`config.mk`:
```
export PLATFORM = sky130hd
export DESIGN_NAME = exu_top
export DESIGN_NICKNAME = d
export VERILOG_FILES = /design/src/logic/exu_pkg.sv /design/src/logic/exu_ctrl_if.sv /design/src/logic/alu.sv /design/src/logic/exu_decoder.sv /design/src/logic/exu_writeback.sv /design/src/logic/exu_top.sv
export SDC_FILE = /design/constraint.sdc
export NUM_CORES = 1
export LEC_CHECK = 0
export ABC_AREA = 1
export BUFFER_PORTS_ARGS = -buffer_cell sky130_fd_sc_hd__buf_2
export CAP_MARGIN = 20
export CELL_PAD_IN_SITES_DETAIL_PLACEMENT = 1
export CELL_PAD_IN_SITES_GLOBAL_PLACEMENT = 2
export CORE_MARGIN = 2
export CORE_UTILIZATION = 28
export CTS_CLUSTER_SIZE = 25
export DETAILED_ROUTE_END_ITERATION = 10
export HOLD_SLACK_MARGIN = 0.08
export MAX_ROUTING_LAYER = met4
export PLACE_DENSITY = 0.86
export SLEW_MARGIN = 30
export SYNTH_ARGS = -nofsm -noshare
export SYNTH_HDL_FRONTEND = slang
export SYNTH_SLANG_ARGS = --single-unit
```
`constraint.sdc`:
```
create_clock -name i_clk -period 0.8 [get_ports i_clk]
set_input_delay 0.12 -clock i_clk [delete_from_list [all_inputs] [get_ports i_clk]]
set_output_delay 0.12 -clock i_clk [all_outputs]
set_load 0.1 [all_outputs]
```
`src/logic/exu_pkg.sv`:
```
package exu_pkg;

    // Width of data words, operands and program counters
    localparam int XLEN = 32;

    // Shifts only look at this many low bits of the second operand
    localparam int SHAMT_W = 5;

    // Every supported instruction is four bytes long
    localparam logic [XLEN-1:0] INSTR_BYTES = XLEN'(4);

    // Bit positions of the RV32I instruction fields
    // The opcode sits in the bits below RD_LSB
    localparam int RD_LSB     = 7;
    localparam int FUNCT3_LSB = 12;
    localparam int RS1_LSB    = 15;
    localparam int RS2_LSB    = 20;

    // The only funct7 bit that matters here, it picks SUB and SRA
    localparam int FUNCT7_BIT = 30;

    // Major opcodes that the unit executes
    // Any other value is reported as illegal by the decoder
    typedef enum logic [6:0] {
        OP     = 7'b0110011,
        OP_IMM = 7'b0010011,
        LUI    = 7'b0110111,
        AUIPC  = 7'b0010111,
        JAL    = 7'b1101111,
        JALR   = 7'b1100111,
        BRANCH = 7'b1100011
    } opcode_e;

    // ALU operations
    // The compare group returns its answer in bit 0 of the result
    typedef enum logic [3:0] {
        ADD  = 4'd0,
        SUB  = 4'd1,
        AND  = 4'd2,
        OR   = 4'd3,
        XOR  = 4'd4,
        SRL  = 4'd5,
        SLL  = 4'd6,
        SRA  = 4'd7,
        // Passes the second operand through, used by LUI
        BUF  = 4'd8,
        SLT  = 4'd9,
        SLTU = 4'd10,
        EQ   = 4'd11,
        GE   = 4'd12,
        GEU  = 4'd13
    } alu_op_e;

endpackage

```
`src/logic/exu_ctrl_if.sv`:
```
interface exu_ctrl_if;

    // Instruction is present this cycle
    logic                     valid;

    // Operation and operands for the ALU
    exu_pkg::alu_op_e         alu_op;
    logic [exu_pkg::XLEN-1:0] op1;
    logic [exu_pkg::XLEN-1:0] op2;

    // Sign-extended immediate of whatever format the opcode uses
    logic [exu_pkg::XLEN-1:0] imm;
    logic [exu_pkg::XLEN-1:0] pc;
    logic [4:0]               rd;

    // Control flow flags
    // branch_invert flips the compare bit before the taken decision
    logic                     is_branch;
    logic                     branch_invert;
    logic                     is_jal;
    logic                     is_jalr;
    logic                     illegal;

    // The decoder produces every signal
    modport dec (
        output valid, alu_op, op1, op2, imm, pc, rd,
        output is_branch, branch_invert, is_jal, is_jalr, illegal
    );

    // The ALU only needs the operation and its operands
    modport alu (
        input alu_op, op1, op2
    );

    // Writeback takes the rest
    modport wb (
        input valid, imm, pc, rd,
        input is_branch, branch_invert, is_jal, is_jalr, illegal
    );

endinterface

```
`src/logic/alu.sv`:
```
module alu (
    // First operand is rs1 or the pc
    input  logic [exu_pkg::XLEN-1:0] i_op1,
    // Second operand is rs2 or the immediate
    input  logic [exu_pkg::XLEN-1:0] i_op2,
    input  exu_pkg::alu_op_e         i_alu_ctrl,
    output logic [exu_pkg::XLEN-1:0] o_result
);

    logic [exu_pkg::SHAMT_W-1:0] shamt;
    logic                        cmp;

    // RISC-V ignores the upper bits of the shift amount
    assign shamt = i_op2[exu_pkg::SHAMT_W-1:0];

    // The compare group shares one zero-extended output path
    // Every code outside the group leaves the compare bit low
    always_comb
    begin
        case (i_alu_ctrl)
            exu_pkg::SLT:  cmp = $signed(i_op1) < $signed(i_op2);
            // Plain unsigned compare, as the ISA requires for SLTU
            exu_pkg::SLTU: cmp = i_op1 < i_op2;
            exu_pkg::EQ:   cmp = i_op1 == i_op2;
            exu_pkg::GE:   cmp = $signed(i_op1) >= $signed(i_op2);
            exu_pkg::GEU:  cmp = i_op1 >= i_op2;
            default:       cmp = 1'b0;
        endcase
    end

    always_comb
    begin
        case (i_alu_ctrl)
            // Add and subtract need no sign handling in two's complement
            exu_pkg::ADD:  o_result = i_op1 + i_op2;
            exu_pkg::SUB:  o_result = i_op1 - i_op2;
            exu_pkg::AND:  o_result = i_op1 & i_op2;
            exu_pkg::OR:   o_result = i_op1 | i_op2;
            exu_pkg::XOR:  o_result = i_op1 ^ i_op2;
            exu_pkg::SRL:  o_result = i_op1 >> shamt;
            exu_pkg::SLL:  o_result = i_op1 << shamt;
            // Arithmetic shift copies the sign bit in from the top
            exu_pkg::SRA:  o_result = $unsigned($signed(i_op1) >>> shamt);
            exu_pkg::BUF:  o_result = i_op2;
            // Compare results land in bit 0 and unknown codes give zero
            default:       o_result = {{(exu_pkg::XLEN-1){1'b0}}, cmp};
        endcase
    end

endmodule

```
`src/logic/exu_decoder.sv`:
```
module exu_decoder (
    input  logic                     i_valid,
    input  logic [exu_pkg::XLEN-1:0] i_instr,
    input  logic [exu_pkg::XLEN-1:0] i_pc,
    input  logic [exu_pkg::XLEN-1:0] i_rs1_data,
    input  logic [exu_pkg::XLEN-1:0] i_rs2_data,
    exu_ctrl_if.dec                  o_ctrl
);

    exu_pkg::opcode_e         opcode;
    logic [2:0]               funct3;
    logic                     funct7_bit;
    logic [exu_pkg::XLEN-1:0] imm_i;
    logic [exu_pkg::XLEN-1:0] imm_u;
    logic [exu_pkg::XLEN-1:0] imm_b;
    logic [exu_pkg::XLEN-1:0] imm_j;
    exu_pkg::alu_op_e         arith_op;
    exu_pkg::alu_op_e         branch_op;
    logic                     branch_inv;
    logic                     branch_ok;
    exu_pkg::alu_op_e         alu_op;
    logic [exu_pkg::XLEN-1:0] imm;
    logic                     op1_is_pc;
    logic                     op2_is_rs2;
    logic                     is_branch;
    logic                     is_jal;
    logic                     is_jalr;
    logic                     illegal;

    // Values outside the enum fall into the default arm below
    assign opcode     = exu_pkg::opcode_e'(i_instr[exu_pkg::RD_LSB-1:0]);
    assign funct3     = i_instr[exu_pkg::FUNCT3_LSB +: 3];
    assign funct7_bit = i_instr[exu_pkg::FUNCT7_BIT];

    // I format, the top twelve bits start where rs2 would be
    assign imm_i = {{(exu_pkg::XLEN-12){i_instr[exu_pkg::XLEN-1]}},
                    i_instr[exu_pkg::XLEN-1:exu_pkg::RS2_LSB]};
    // U format keeps the upper twenty bits in place
    assign imm_u = {i_instr[exu_pkg::XLEN-1:exu_pkg::FUNCT3_LSB], 12'b0};
    // B format is scrambled and always even
    assign imm_b = {{(exu_pkg::XLEN-12){i_instr[exu_pkg::XLEN-1]}},
                    i_instr[7], i_instr[30:25], i_instr[11:8], 1'b0};
    // J format takes bits 19:12 straight from the rs1 and funct3 fields
    assign imm_j = {{(exu_pkg::XLEN-20){i_instr[exu_pkg::XLEN-1]}},
                    i_instr[exu_pkg::RS1_LSB+4:exu_pkg::FUNCT3_LSB],
                    i_instr[exu_pkg::RS2_LSB], i_instr[30:21], 1'b0};

    // Shared funct3 map for OP and OP-IMM
    always_comb
    begin
        case (funct3)
            // There is no SUBI, so the funct7 bit is an immediate bit for OP-IMM
            3'b000:  arith_op = (opcode == exu_pkg::OP && funct7_bit) ? exu_pkg::SUB
                                                                      : exu_pkg::ADD;
            3'b001:  arith_op = exu_pkg::SLL;
            3'b010:  arith_op = exu_pkg::SLT;
            3'b011:  arith_op = exu_pkg::SLTU;
            3'b100:  arith_op = exu_pkg::XOR;
            // SRAI carries the same bit in its immediate, so both groups use it
            3'b101:  arith_op = funct7_bit ? exu_pkg::SRA : exu_pkg::SRL;
            3'b110:  arith_op = exu_pkg::OR;
            default: arith_op = exu_pkg::AND;
        endcase
    end

    // Each branch is one ALU compare, possibly inverted in writeback
    always_comb
    begin
        branch_op  = exu_pkg::EQ;
        branch_inv = 1'b0;
        branch_ok  = 1'b1;
        case (funct3)
            3'b000:  branch_op = exu_pkg::EQ;
            3'b001:
            begin
                branch_op  = exu_pkg::EQ;
                branch_inv = 1'b1;
            end
            // BLT is the complement of a signed greater-or-equal
            3'b100:
            begin
                branch_op  = exu_pkg::GE;
                branch_inv = 1'b1;
            end
            // BGE is the complement of a signed less-than
            3'b101:
            begin
                branch_op  = exu_pkg::SLT;
                branch_inv = 1'b1;
            end
            3'b110:
            begin
                branch_op  = exu_pkg::GEU;
                branch_inv = 1'b1;
            end
            3'b111:  branch_op = exu_pkg::GEU;
            // Encodings 010 and 011 are not branches
            default: branch_ok = 1'b0;
        endcase
    end

    // Main decode, defaults describe an I-type add on rs1
    always_comb
    begin
        alu_op     = exu_pkg::ADD;
        imm        = imm_i;
        op1_is_pc  = 1'b0;
        op2_is_rs2 = 1'b0;
        is_branch  = 1'b0;
        is_jal     = 1'b0;
        is_jalr    = 1'b0;
        illegal    = 1'b0;
        case (opcode)
            exu_pkg::OP:
            begin
                alu_op     = arith_op;
                op2_is_rs2 = 1'b1;
            end
            exu_pkg::OP_IMM: alu_op = arith_op;
            exu_pkg::LUI:
            begin
                alu_op = exu_pkg::BUF;
                imm    = imm_u;
            end
            exu_pkg::AUIPC:
            begin
                imm       = imm_u;
                op1_is_pc = 1'b1;
            end
            // The ALU sum gives the jump target
            exu_pkg::JAL:
            begin
                imm       = imm_j;
                op1_is_pc = 1'b1;
                is_jal    = 1'b1;
            end
            exu_pkg::JALR:   is_jalr = 1'b1;
            exu_pkg::BRANCH:
            begin
                alu_op     = branch_op;
                imm        = imm_b;
                op2_is_rs2 = 1'b1;
                is_branch  = branch_ok;
                illegal    = !branch_ok;
            end
            // Loads, stores, fences and system instructions end up here
            default:         illegal = 1'b1;
        endcase
    end

    assign o_ctrl.valid         = i_valid;
    assign o_ctrl.alu_op        = alu_op;
    assign o_ctrl.op1           = op1_is_pc ? i_pc : i_rs1_data;
    assign o_ctrl.op2           = op2_is_rs2 ? i_rs2_data : imm;
    assign o_ctrl.imm           = imm;
    assign o_ctrl.pc            = i_pc;
    assign o_ctrl.rd            = i_instr[exu_pkg::RD_LSB +: 5];
    assign o_ctrl.is_branch     = is_branch;
    assign o_ctrl.branch_invert = is_branch & branch_inv;
    assign o_ctrl.is_jal        = is_jal;
    assign o_ctrl.is_jalr       = is_jalr;
    assign o_ctrl.illegal       = illegal;

endmodule

```
`src/logic/exu_writeback.sv`:
```
module exu_writeback (
    input  logic                     i_clk,
    input  logic                     i_arst_n,
    exu_ctrl_if.wb                   i_ctrl,
    input  logic [exu_pkg::XLEN-1:0] i_alu_result,
    output logic                     o_valid,
    output logic [4:0]               o_rd,
    output logic                     o_wr_en,
    output logic [exu_pkg::XLEN-1:0] o_result,
    output logic [exu_pkg::XLEN-1:0] o_next_pc,
    output logic                     o_branch_taken,
    output logic                     o_illegal
);

    logic                     branch_taken;
    logic                     is_jump;
    logic                     wr_en;
    logic [exu_pkg::XLEN-1:0] pc_plus4;
    logic [exu_pkg::XLEN-1:0] branch_target;
    logic [exu_pkg::XLEN-1:0] next_pc;
    logic [exu_pkg::XLEN-1:0] wb_result;

    // The ALU compare bit says whether the condition held
    // The invert flag turns it into its complement for BNE, BLT, BLTU and BGE
    assign branch_taken = i_ctrl.is_branch & (i_alu_result[0] ^ i_ctrl.branch_invert);

    assign is_jump       = i_ctrl.is_jal | i_ctrl.is_jalr;
    assign pc_plus4      = i_ctrl.pc + exu_pkg::INSTR_BYTES;
    // The ALU is busy with the compare, so the branch target has its own adder
    assign branch_target = i_ctrl.pc + i_ctrl.imm;

    // Jumps take their target from the ALU sum
    always_comb
    begin
        if (i_ctrl.is_jalr)
        begin
            // JALR always lands on an even address
            next_pc = {i_alu_result[exu_pkg::XLEN-1:1], 1'b0};
        end
        else if (i_ctrl.is_jal)
        begin
            next_pc = i_alu_result;
        end
        else if (branch_taken)
        begin
            next_pc = branch_target;
        end
        else
        begin
            next_pc = pc_plus4;
        end
    end

    // Jumps write the return address into rd
    assign wb_result = is_jump ? pc_plus4 : i_alu_result;

    // Branches have no rd, and illegal instructions must not touch the register file
    assign wr_en = !(i_ctrl.is_branch || i_ctrl.illegal);

    // Control flags of the output record
    always_ff @(posedge i_clk or negedge i_arst_n)
    begin
        if (!i_arst_n)
        begin
            o_valid        <= 1'b0;
            o_wr_en        <= 1'b0;
            o_branch_taken <= 1'b0;
            o_illegal      <= 1'b0;
        end
        else
        begin
            // o_valid tracks the strobe, the flags hold while it is low
            o_valid <= i_ctrl.valid;
            if (i_ctrl.valid)
            begin
                o_wr_en        <= wr_en;
                o_branch_taken <= branch_taken;
                o_illegal      <= i_ctrl.illegal;
            end
        end
    end

    // Payload of the output record
    always_ff @(posedge i_clk)
    begin
        if (i_ctrl.valid)
        begin
            o_rd      <= i_ctrl.rd;
            o_result  <= wb_result;
            o_next_pc <= next_pc;
        end
    end

endmodule

```
`src/logic/exu_top.sv`:
```
module exu_top (
    input  logic                     i_clk,
    input  logic                     i_arst_n,

    // Instruction input, one per cycle when i_valid is high
    input  logic                     i_valid,
    input  logic [exu_pkg::XLEN-1:0] i_instr,
    input  logic [exu_pkg::XLEN-1:0] i_pc,
    input  logic [exu_pkg::XLEN-1:0] i_rs1_data,
    input  logic [exu_pkg::XLEN-1:0] i_rs2_data,

    // Writeback record, valid one cycle after the instruction
    // There is no back-pressure, so the consumer takes it in that cycle
    output logic                     o_valid,
    output logic [4:0]               o_rd,
    output logic                     o_wr_en,
    output logic [exu_pkg::XLEN-1:0] o_result,
    output logic [exu_pkg::XLEN-1:0] o_next_pc,
    output logic                     o_branch_taken,
    output logic                     o_illegal
);

    // Decoded control and operands, all produced in the same cycle
    exu_ctrl_if ctrl ();

    logic [exu_pkg::XLEN-1:0] alu_result;

    // Opcode decode, immediate build and operand muxing
    exu_decoder u_decoder (
        .i_valid    (i_valid),
        .i_instr    (i_instr),
        .i_pc       (i_pc),
        .i_rs1_data (i_rs1_data),
        .i_rs2_data (i_rs2_data),
        .o_ctrl     (ctrl.dec)
    );

    // Arithmetic, logic, shifts and compares
    alu u_alu (
        .i_op1      (ctrl.op1),
        .i_op2      (ctrl.op2),
        .i_alu_ctrl (ctrl.alu_op),
        .o_result   (alu_result)
    );

    // Branch resolution, next pc and the output register
    exu_writeback u_writeback (
        .i_clk          (i_clk),
        .i_arst_n       (i_arst_n),
        .i_ctrl         (ctrl.wb),
        .i_alu_result   (alu_result),
        .o_valid        (o_valid),
        .o_rd           (o_rd),
        .o_wr_en        (o_wr_en),
        .o_result       (o_result),
        .o_next_pc      (o_next_pc),
        .o_branch_taken (o_branch_taken),
        .o_illegal      (o_illegal)
    );

endmodule

```
==> results of run 1 <==
## through the flow
step                      util (%)  setup WS, ps
after floorplan                  -         -2810
after global placement        45.8         -3700
after detailed placement      45.8         -3980
after CTS                     53.2         -3010
## cell usage after synthesis, types with 7 or more instances
library cell / instances
nand3b_1: 7
nand2_2: 7
o211ai_1: 31
o21ai_1: 28
o21a_1: 21
clkbuf_1: 63
edfxtp_1: 69
or2_2: 20
nand2_1: 816
o21ai_0: 241
a31oi_1: 18
a21o_1: 9
xor2_1: 45
buf_4: 7
xnor2_1: 20
o2111ai_1: 9
o221ai_1: 11
nand4_1: 27
buf_1: 18
nand3_1: 229
o21bai_1: 14
inv_1: 337
o22ai_1: 15
nor2_1: 190
nor4_1: 10
buf_2: 35
ha_1: 129
nor3_1: 39
inv_2: 8
a21oi_1: 196
## metal layers
| layer | GRT overflow | global-route usage, % |
|---|---|---|
| met5 | - | - |
| met4 | 140 | 83.6 |
| met3 | 24 | 70.9 |
| met2 | 234 | 94.7 |
| met1 | 19 | 78.0 |
## cell families after synthesis
family / Yosys count
buffers and inverters: 474
AOI/OAI and AO/OA: 633
DFF: 73
adders and majority gates: 132
xor gates and xnor gates: 65
muxes: 3
and+or+nand+nor: 1367
## timing repair
| action | 4_1_cts |
|---|---|
| gates resized for setup | 658 |
| buffers inserted | 129 |
| endpoints found under the setup margin | 140 |
| hold endpoints to repair | 9 |
| gates cloned | 12 |
| hold buffers | 6 |
| pin swaps | 228 |
==> results.md, run 1 <==
- GPL Wtd Cong: 1.16
- Ys async rst share: 5.48%
- Mux contribution to synthesized area: 0.191%
- Netlist Area Pre-Place: about 16,000 sq um
- Area share of the largest cell type after synthesis: between 15 and 20%
- Fail Step: 5_1_grt
- Port bufs: 203
- Worst endpoint pin kind: register data pin
- Ports: 204
- Post-synth EDFFs: just under 70
- Cts bufs inserted: 9
- Syn nets: between 3,000 and 4,000
- Post-Syn Area per Cell: between 5 and 6 sq um
- Predominant post-synthesis flop cell: edfxtp_1
- Run Error: [ERROR GRT-0232] Routing congestion too high. Check the congestion heatmap in the GUI.
- DP HPWL: between 80 and 90 mm
- Width of the die: about 240 um
- Inst Count DP: around 4,400
- Outcome: stopped before the end
- DP Area: 25,300 sq um
- Maximum number of pins on one net before global-route repair: 70
- Remaining global-route overflow: roughly 420
- Synth Area in Adders: 10.7%
- Die Ht: ~240 um
- Starting Density: between 20% and 30%
- Main combinational cell family by area after synthesis: simple AND/OR/NAND/NOR gates
- #FFs+latches synth: 73
- Simple-Gate Fraction of Synth Area: 36.8%
- Number of distinct library cells after synthesis: 63
- Max H-tree Level: 3
- Worst endpoint after global-route timing repair: u_writeback.o_next_pc[18]$_DFFE_PP_/D
- Synthesis Warnings: 0
- Synth Area in Compound Gates: 23.0%
- Largest area contributor in the netlist: nand2_1
- Mapped Cells: between 2,000 and 3,000
- Clock Path Buffers: 2
- FP Rows: 86
- Total track usage: ~82%
- CTS sink count: 73
- Synth area leaders: nand2_1 (20%), edfxtp_1 (13%), ha_1 (10%), inv_1 (8.1%), o21ai_0 (7.7%)
- Root buf cell: clkbuf_16
- Post-Synth XOR/XNOR Area: under 10%
- Seq/Total Area, Yosys: between 10% and 20%
==> run 2, diff against run 1 <==
CELL_PAD_IN_SITES_DETAIL_PLACEMENT = default   (was 1)
CELL_PAD_IN_SITES_GLOBAL_PLACEMENT = default   (was 2)
CORE_UTILIZATION = 30   (was 28)
CTS_CLUSTER_SIZE = default   (was 25)
HOLD_SLACK_MARGIN = default   (was 0.08)
MAX_ROUTING_LAYER = default   (was met4)
PLACE_DENSITY = default   (was 0.86)
PLACE_DENSITY_LB_ADDON = 0.15   (was default)
clock period = 1 ns   (was 0.8 ns; I/O delays follow)
==> run 2 against run 1 <==
The flow now finishes, with violations (negative setup slack). Area after synthesis unchanged. Synthesized cell count stayed put.
==> results.md, run 2 <==
- Outcome: complete, but fails checks
- Failing checks: negative setup slack
- Seq/Total Area, Yosys: 13.8% (unchanged)
- Skew final: 0 ps
- Sw Ratio: roughly half
- Via count: between 20,000 and 25,000
- Netlist Area Pre-Place: 15,700 sq um (unchanged)
- Routed vias/inst: between 5 and 6
- Initial antenna violation count: 0
- Reg2Reg Setup Slack: ~300 ps
- Worst hold margin: around 18 ps
- Reg clk slew, reported paths: 70 ps
- Root buf cell: clkbuf_16
- Number of distinct library cells after synthesis: 63 (unchanged)
- Cts bufs inserted: 9 (unchanged)
- Final setup viols: around 140
- Die Ht: 233 um (-3.3%)
- WL/cell: about 22 um
- Router iterations before antenna repair: 5
- Worst setup path startpoint: i_instr[2]
- Slew HR: 57.0%
- Largest stage delay, worst path: just under 300 ps
- Fin. Hold Viols: 0
- FP Rows: 83 (-3.5%)
- Clock Path Buffers: 2 (unchanged)
- Post-synth EDFFs: 69 (unchanged)
- Cell with the most instances after synthesis: nand2_1
- Starting Density: 30.5% (+2.0 points)
- Crit path capture: u_writeback.o_next_pc[10]$_DFFE_PP_
- Crit-path slowest cell: fa_2
- CP Launch Type: primary input
- #FFs+latches synth: 73 (unchanged)
- Comb pwr share: 73.1%
- Synth area leaders: nand2_1 (20%), edfxtp_1 (13%), ha_1 (10%), inv_1 (8.1%), o21ai_0 (7.7%)
- Maximum number of pins on one net before global-route repair: between 70 and 80
- Post-Syn Area per Cell: 5.71 sq um (unchanged)
- Global-route wire length before repair: 142 mm
- Total leakage power: 14.3 nW
- Req. time, crit path: 1090 ps
- Pwr dens: 976 nW/um^2
- WS Path Type: primary input to flop
- Crit Path Max Fanout: 10
- Clk_lat worst skew: 350 ps
- Antenna-violating nets left: 0
- DRT iter0 DRCs: 2,273
- Top cells by count, synth: nand2_1 (816), inv_1 (337), o21ai_0 (241), nand3_1 (229), a21oi_1 (196)
- Max frequency: approximately 250 MHz
- RR Startpoint: u_writeback.o_wr_en$_DFFE_PN0P_
- Predominant post-synthesis flop cell: edfxtp_1
- Most common cell after layout, fill and taps aside: buf_4
- Remaining global-route overflow: 0
- Fin worst setup slack: -2980 ps
- Detailed-route DRC error count: 0
- Ant. Diodes: 0
- Ports: 204 (unchanged)
- Vias in the first global route: 22,491
- Share of layout cells above drive strength 1: 42.5%
- CTS tree: done
- Mapped Cells: 2,747 (unchanged)
- NetSw: about 13 mW
- Total track usage: a little over a third
- Period Utilization, post-route: 398%
- Ys async rst share: 5.48% (unchanged)
- Minimum clock period: between 3000 and 4000 ps
- Commonest cells after routing, fill and taps aside: buf_4 (871), nand2_1 (717), inv_1 (306), nand3_1 (174), o21ai_0 (171)
- Synthesis Warnings: 0 (unchanged)
- WL final: a little under 100 mm
- IR drop worst, VDD: ~0.87 mV
- Worst reg-to-reg path cell count: 1
- Clock share of power: roughly an eighth
- Worst Tran Pin Value: about 640 ps
- Internal Power: 14.1 mW
- Layout area overhead: 80.0%
- CTS sink count: 73 (unchanged)
- Width of the die: 233 um (-3.3%)
- GPL Wtd Cong: 1.01 (-13%)
- Syn nets: 3,010 (unchanged)
- Area share of the largest cell type after synthesis: 19.5% (unchanged)
- Die Footprint: 54,100 sq um
- Port bufs: 203 (unchanged)
- FILL cells: approximately 5,200
- Slew Viols, Final: 0
- Largest area contributor in the netlist: nand2_1
- Dpl ws: -3870 ps (+111 ps)
- Sequential Power Share: 15.1%
- Nets: around 4,000
- Biggest regs: u_writeback.o_next_pc (32), u_writeback.o_result (32), u_writeback.o_rd (5)
- Max H-tree Level: 3 (unchanged)
- Hold/Removal Path Class: primary input to flop
- DP HPWL: 82.5 mm (-6.8%)
- RSZ-0062 raised after global routing: yes
- WP data arrival: a little over 4000 ps
- Max cap viols: 0
- Core ar.: roughly 52,000 sq um
- Setup crit end kind: flop
- Reg-to-reg endpoint: u_writeback.o_wr_en$_DFFE_PN0P_
[run 2: cell counts after synthesis]
Identical to the previous run, type by type.
[run 2: final cells by class]
cell class	count	area, sq um	area share [%]
multi-input combinational	2201	13800	49.0
timing repair buffer	1138	9720	34.4
sequential	73	2180	7.71
inverter	349	1350	4.79
tap	680	851	3.01
clock buffer	9	225	0.798
clock inverter	7	70.1	0.248
timing repair inverter	1	16.3	0.0576
[run 2: what timing repair did]
item | CTS | global route
pin swaps | 85 | 92
endpoints found under the hold margin | 4 | 0
setup buffers | 43 | 18
gates resized for setup | 331 | 195
setup endpoints to repair | 140 | 140
hold buffers | 1 | 0
cloned | 4 | 1
[run 2: worst min-delay path by stage]
stage / start / endpoint / slack, ps / cells past startpoint
4_1_cts: i_instr[7] / u_writeback.o_rd[0]$_DFFE_PP_ / 0.2 / 1
5_1_grt: i_instr[7] / u_writeback.o_rd[0]$_DFFE_PP_ / 10 / 1
2_1_floorplan: i_arst_n / u_writeback.o_branch_taken$_DFFE_PN0P_ / -150 / 0
3_3_place_gp: i_arst_n / u_writeback.o_valid$_DFF_PN0_ / -40 / 1
6_report: i_instr[7] / u_writeback.o_rd[0]$_DFFE_PP_ / 20 / 1
3_5_place_dp: i_arst_n / u_writeback.o_valid$_DFF_PN0_ / -40 / 1
[run 2: kinds of logic (layout without fill, tap and decap cells)]
logic type	after synthesis	in the layout	share of synthesized area, %
muxes	3	3	0.191
DFF	73	73	13.8
adders and majority gates	132	132	10.7
and+or+nand+nor	1367	1368	36.8
xor gates and xnor gates	65	65	3.63
AOI/OAI and AO/OA	633	633	23.0
buffers and inverters	474	1504	11.9
[run 2: routing by layer]
metal | routed length [um] | vias to the layer above | global-route usage, %
li1 | - | 11195 | -
met2 | 43700 | 1044 | 56.7
met3 | 7070 | 209 | 4.06
met1 | 42700 | 11143 | 47.7
met4 | 5730 | 0 | 17.4
met5 | 0 | - | 0
[run 2: power groups by stage]
stage          clock network (mW)  logic, mW  registers, mW
2_1_floorplan                   0       6.38           6.69
3_3_place_gp                    0       17.9           4.22
3_5_place_dp                    0       17.9           4.23
4_1_cts                      3.32       19.2           4.16
5_1_grt                      3.40       21.2           4.19
6_report                     3.25       20.1           4.15
[run 2: per-stage QoR]
step | area (sq um) | total power [mW] | std cells | setup TNS, ps | util (%)
final | 28200 | 27.5 | 4458 | -186190 | 54.8
after global routing | 28200 | 28.8 | 4458 | -199230 | 54.8
after CTS | 27400 | 26.6 | 4442 | -182620 | 53.2
after detailed placement | 25400 | 22.2 | 4379 | -233170 | 49.3
after global placement | 25400 | 22.1 | 4379 | -229220 | 49.3
after floorplan | 16400 | 13.1 | 2747 | -163010 | -
[run 2: worst max-delay path, delay by kind of cell]
family / cells / cell delay (ps)
simple gates: 19 / 2450
buf+inv: 7 / 850
fa+ha+maj: 1 / 290
compound gates: 2 / 300
No activity file was read; power rests on OpenSTA's default activity.
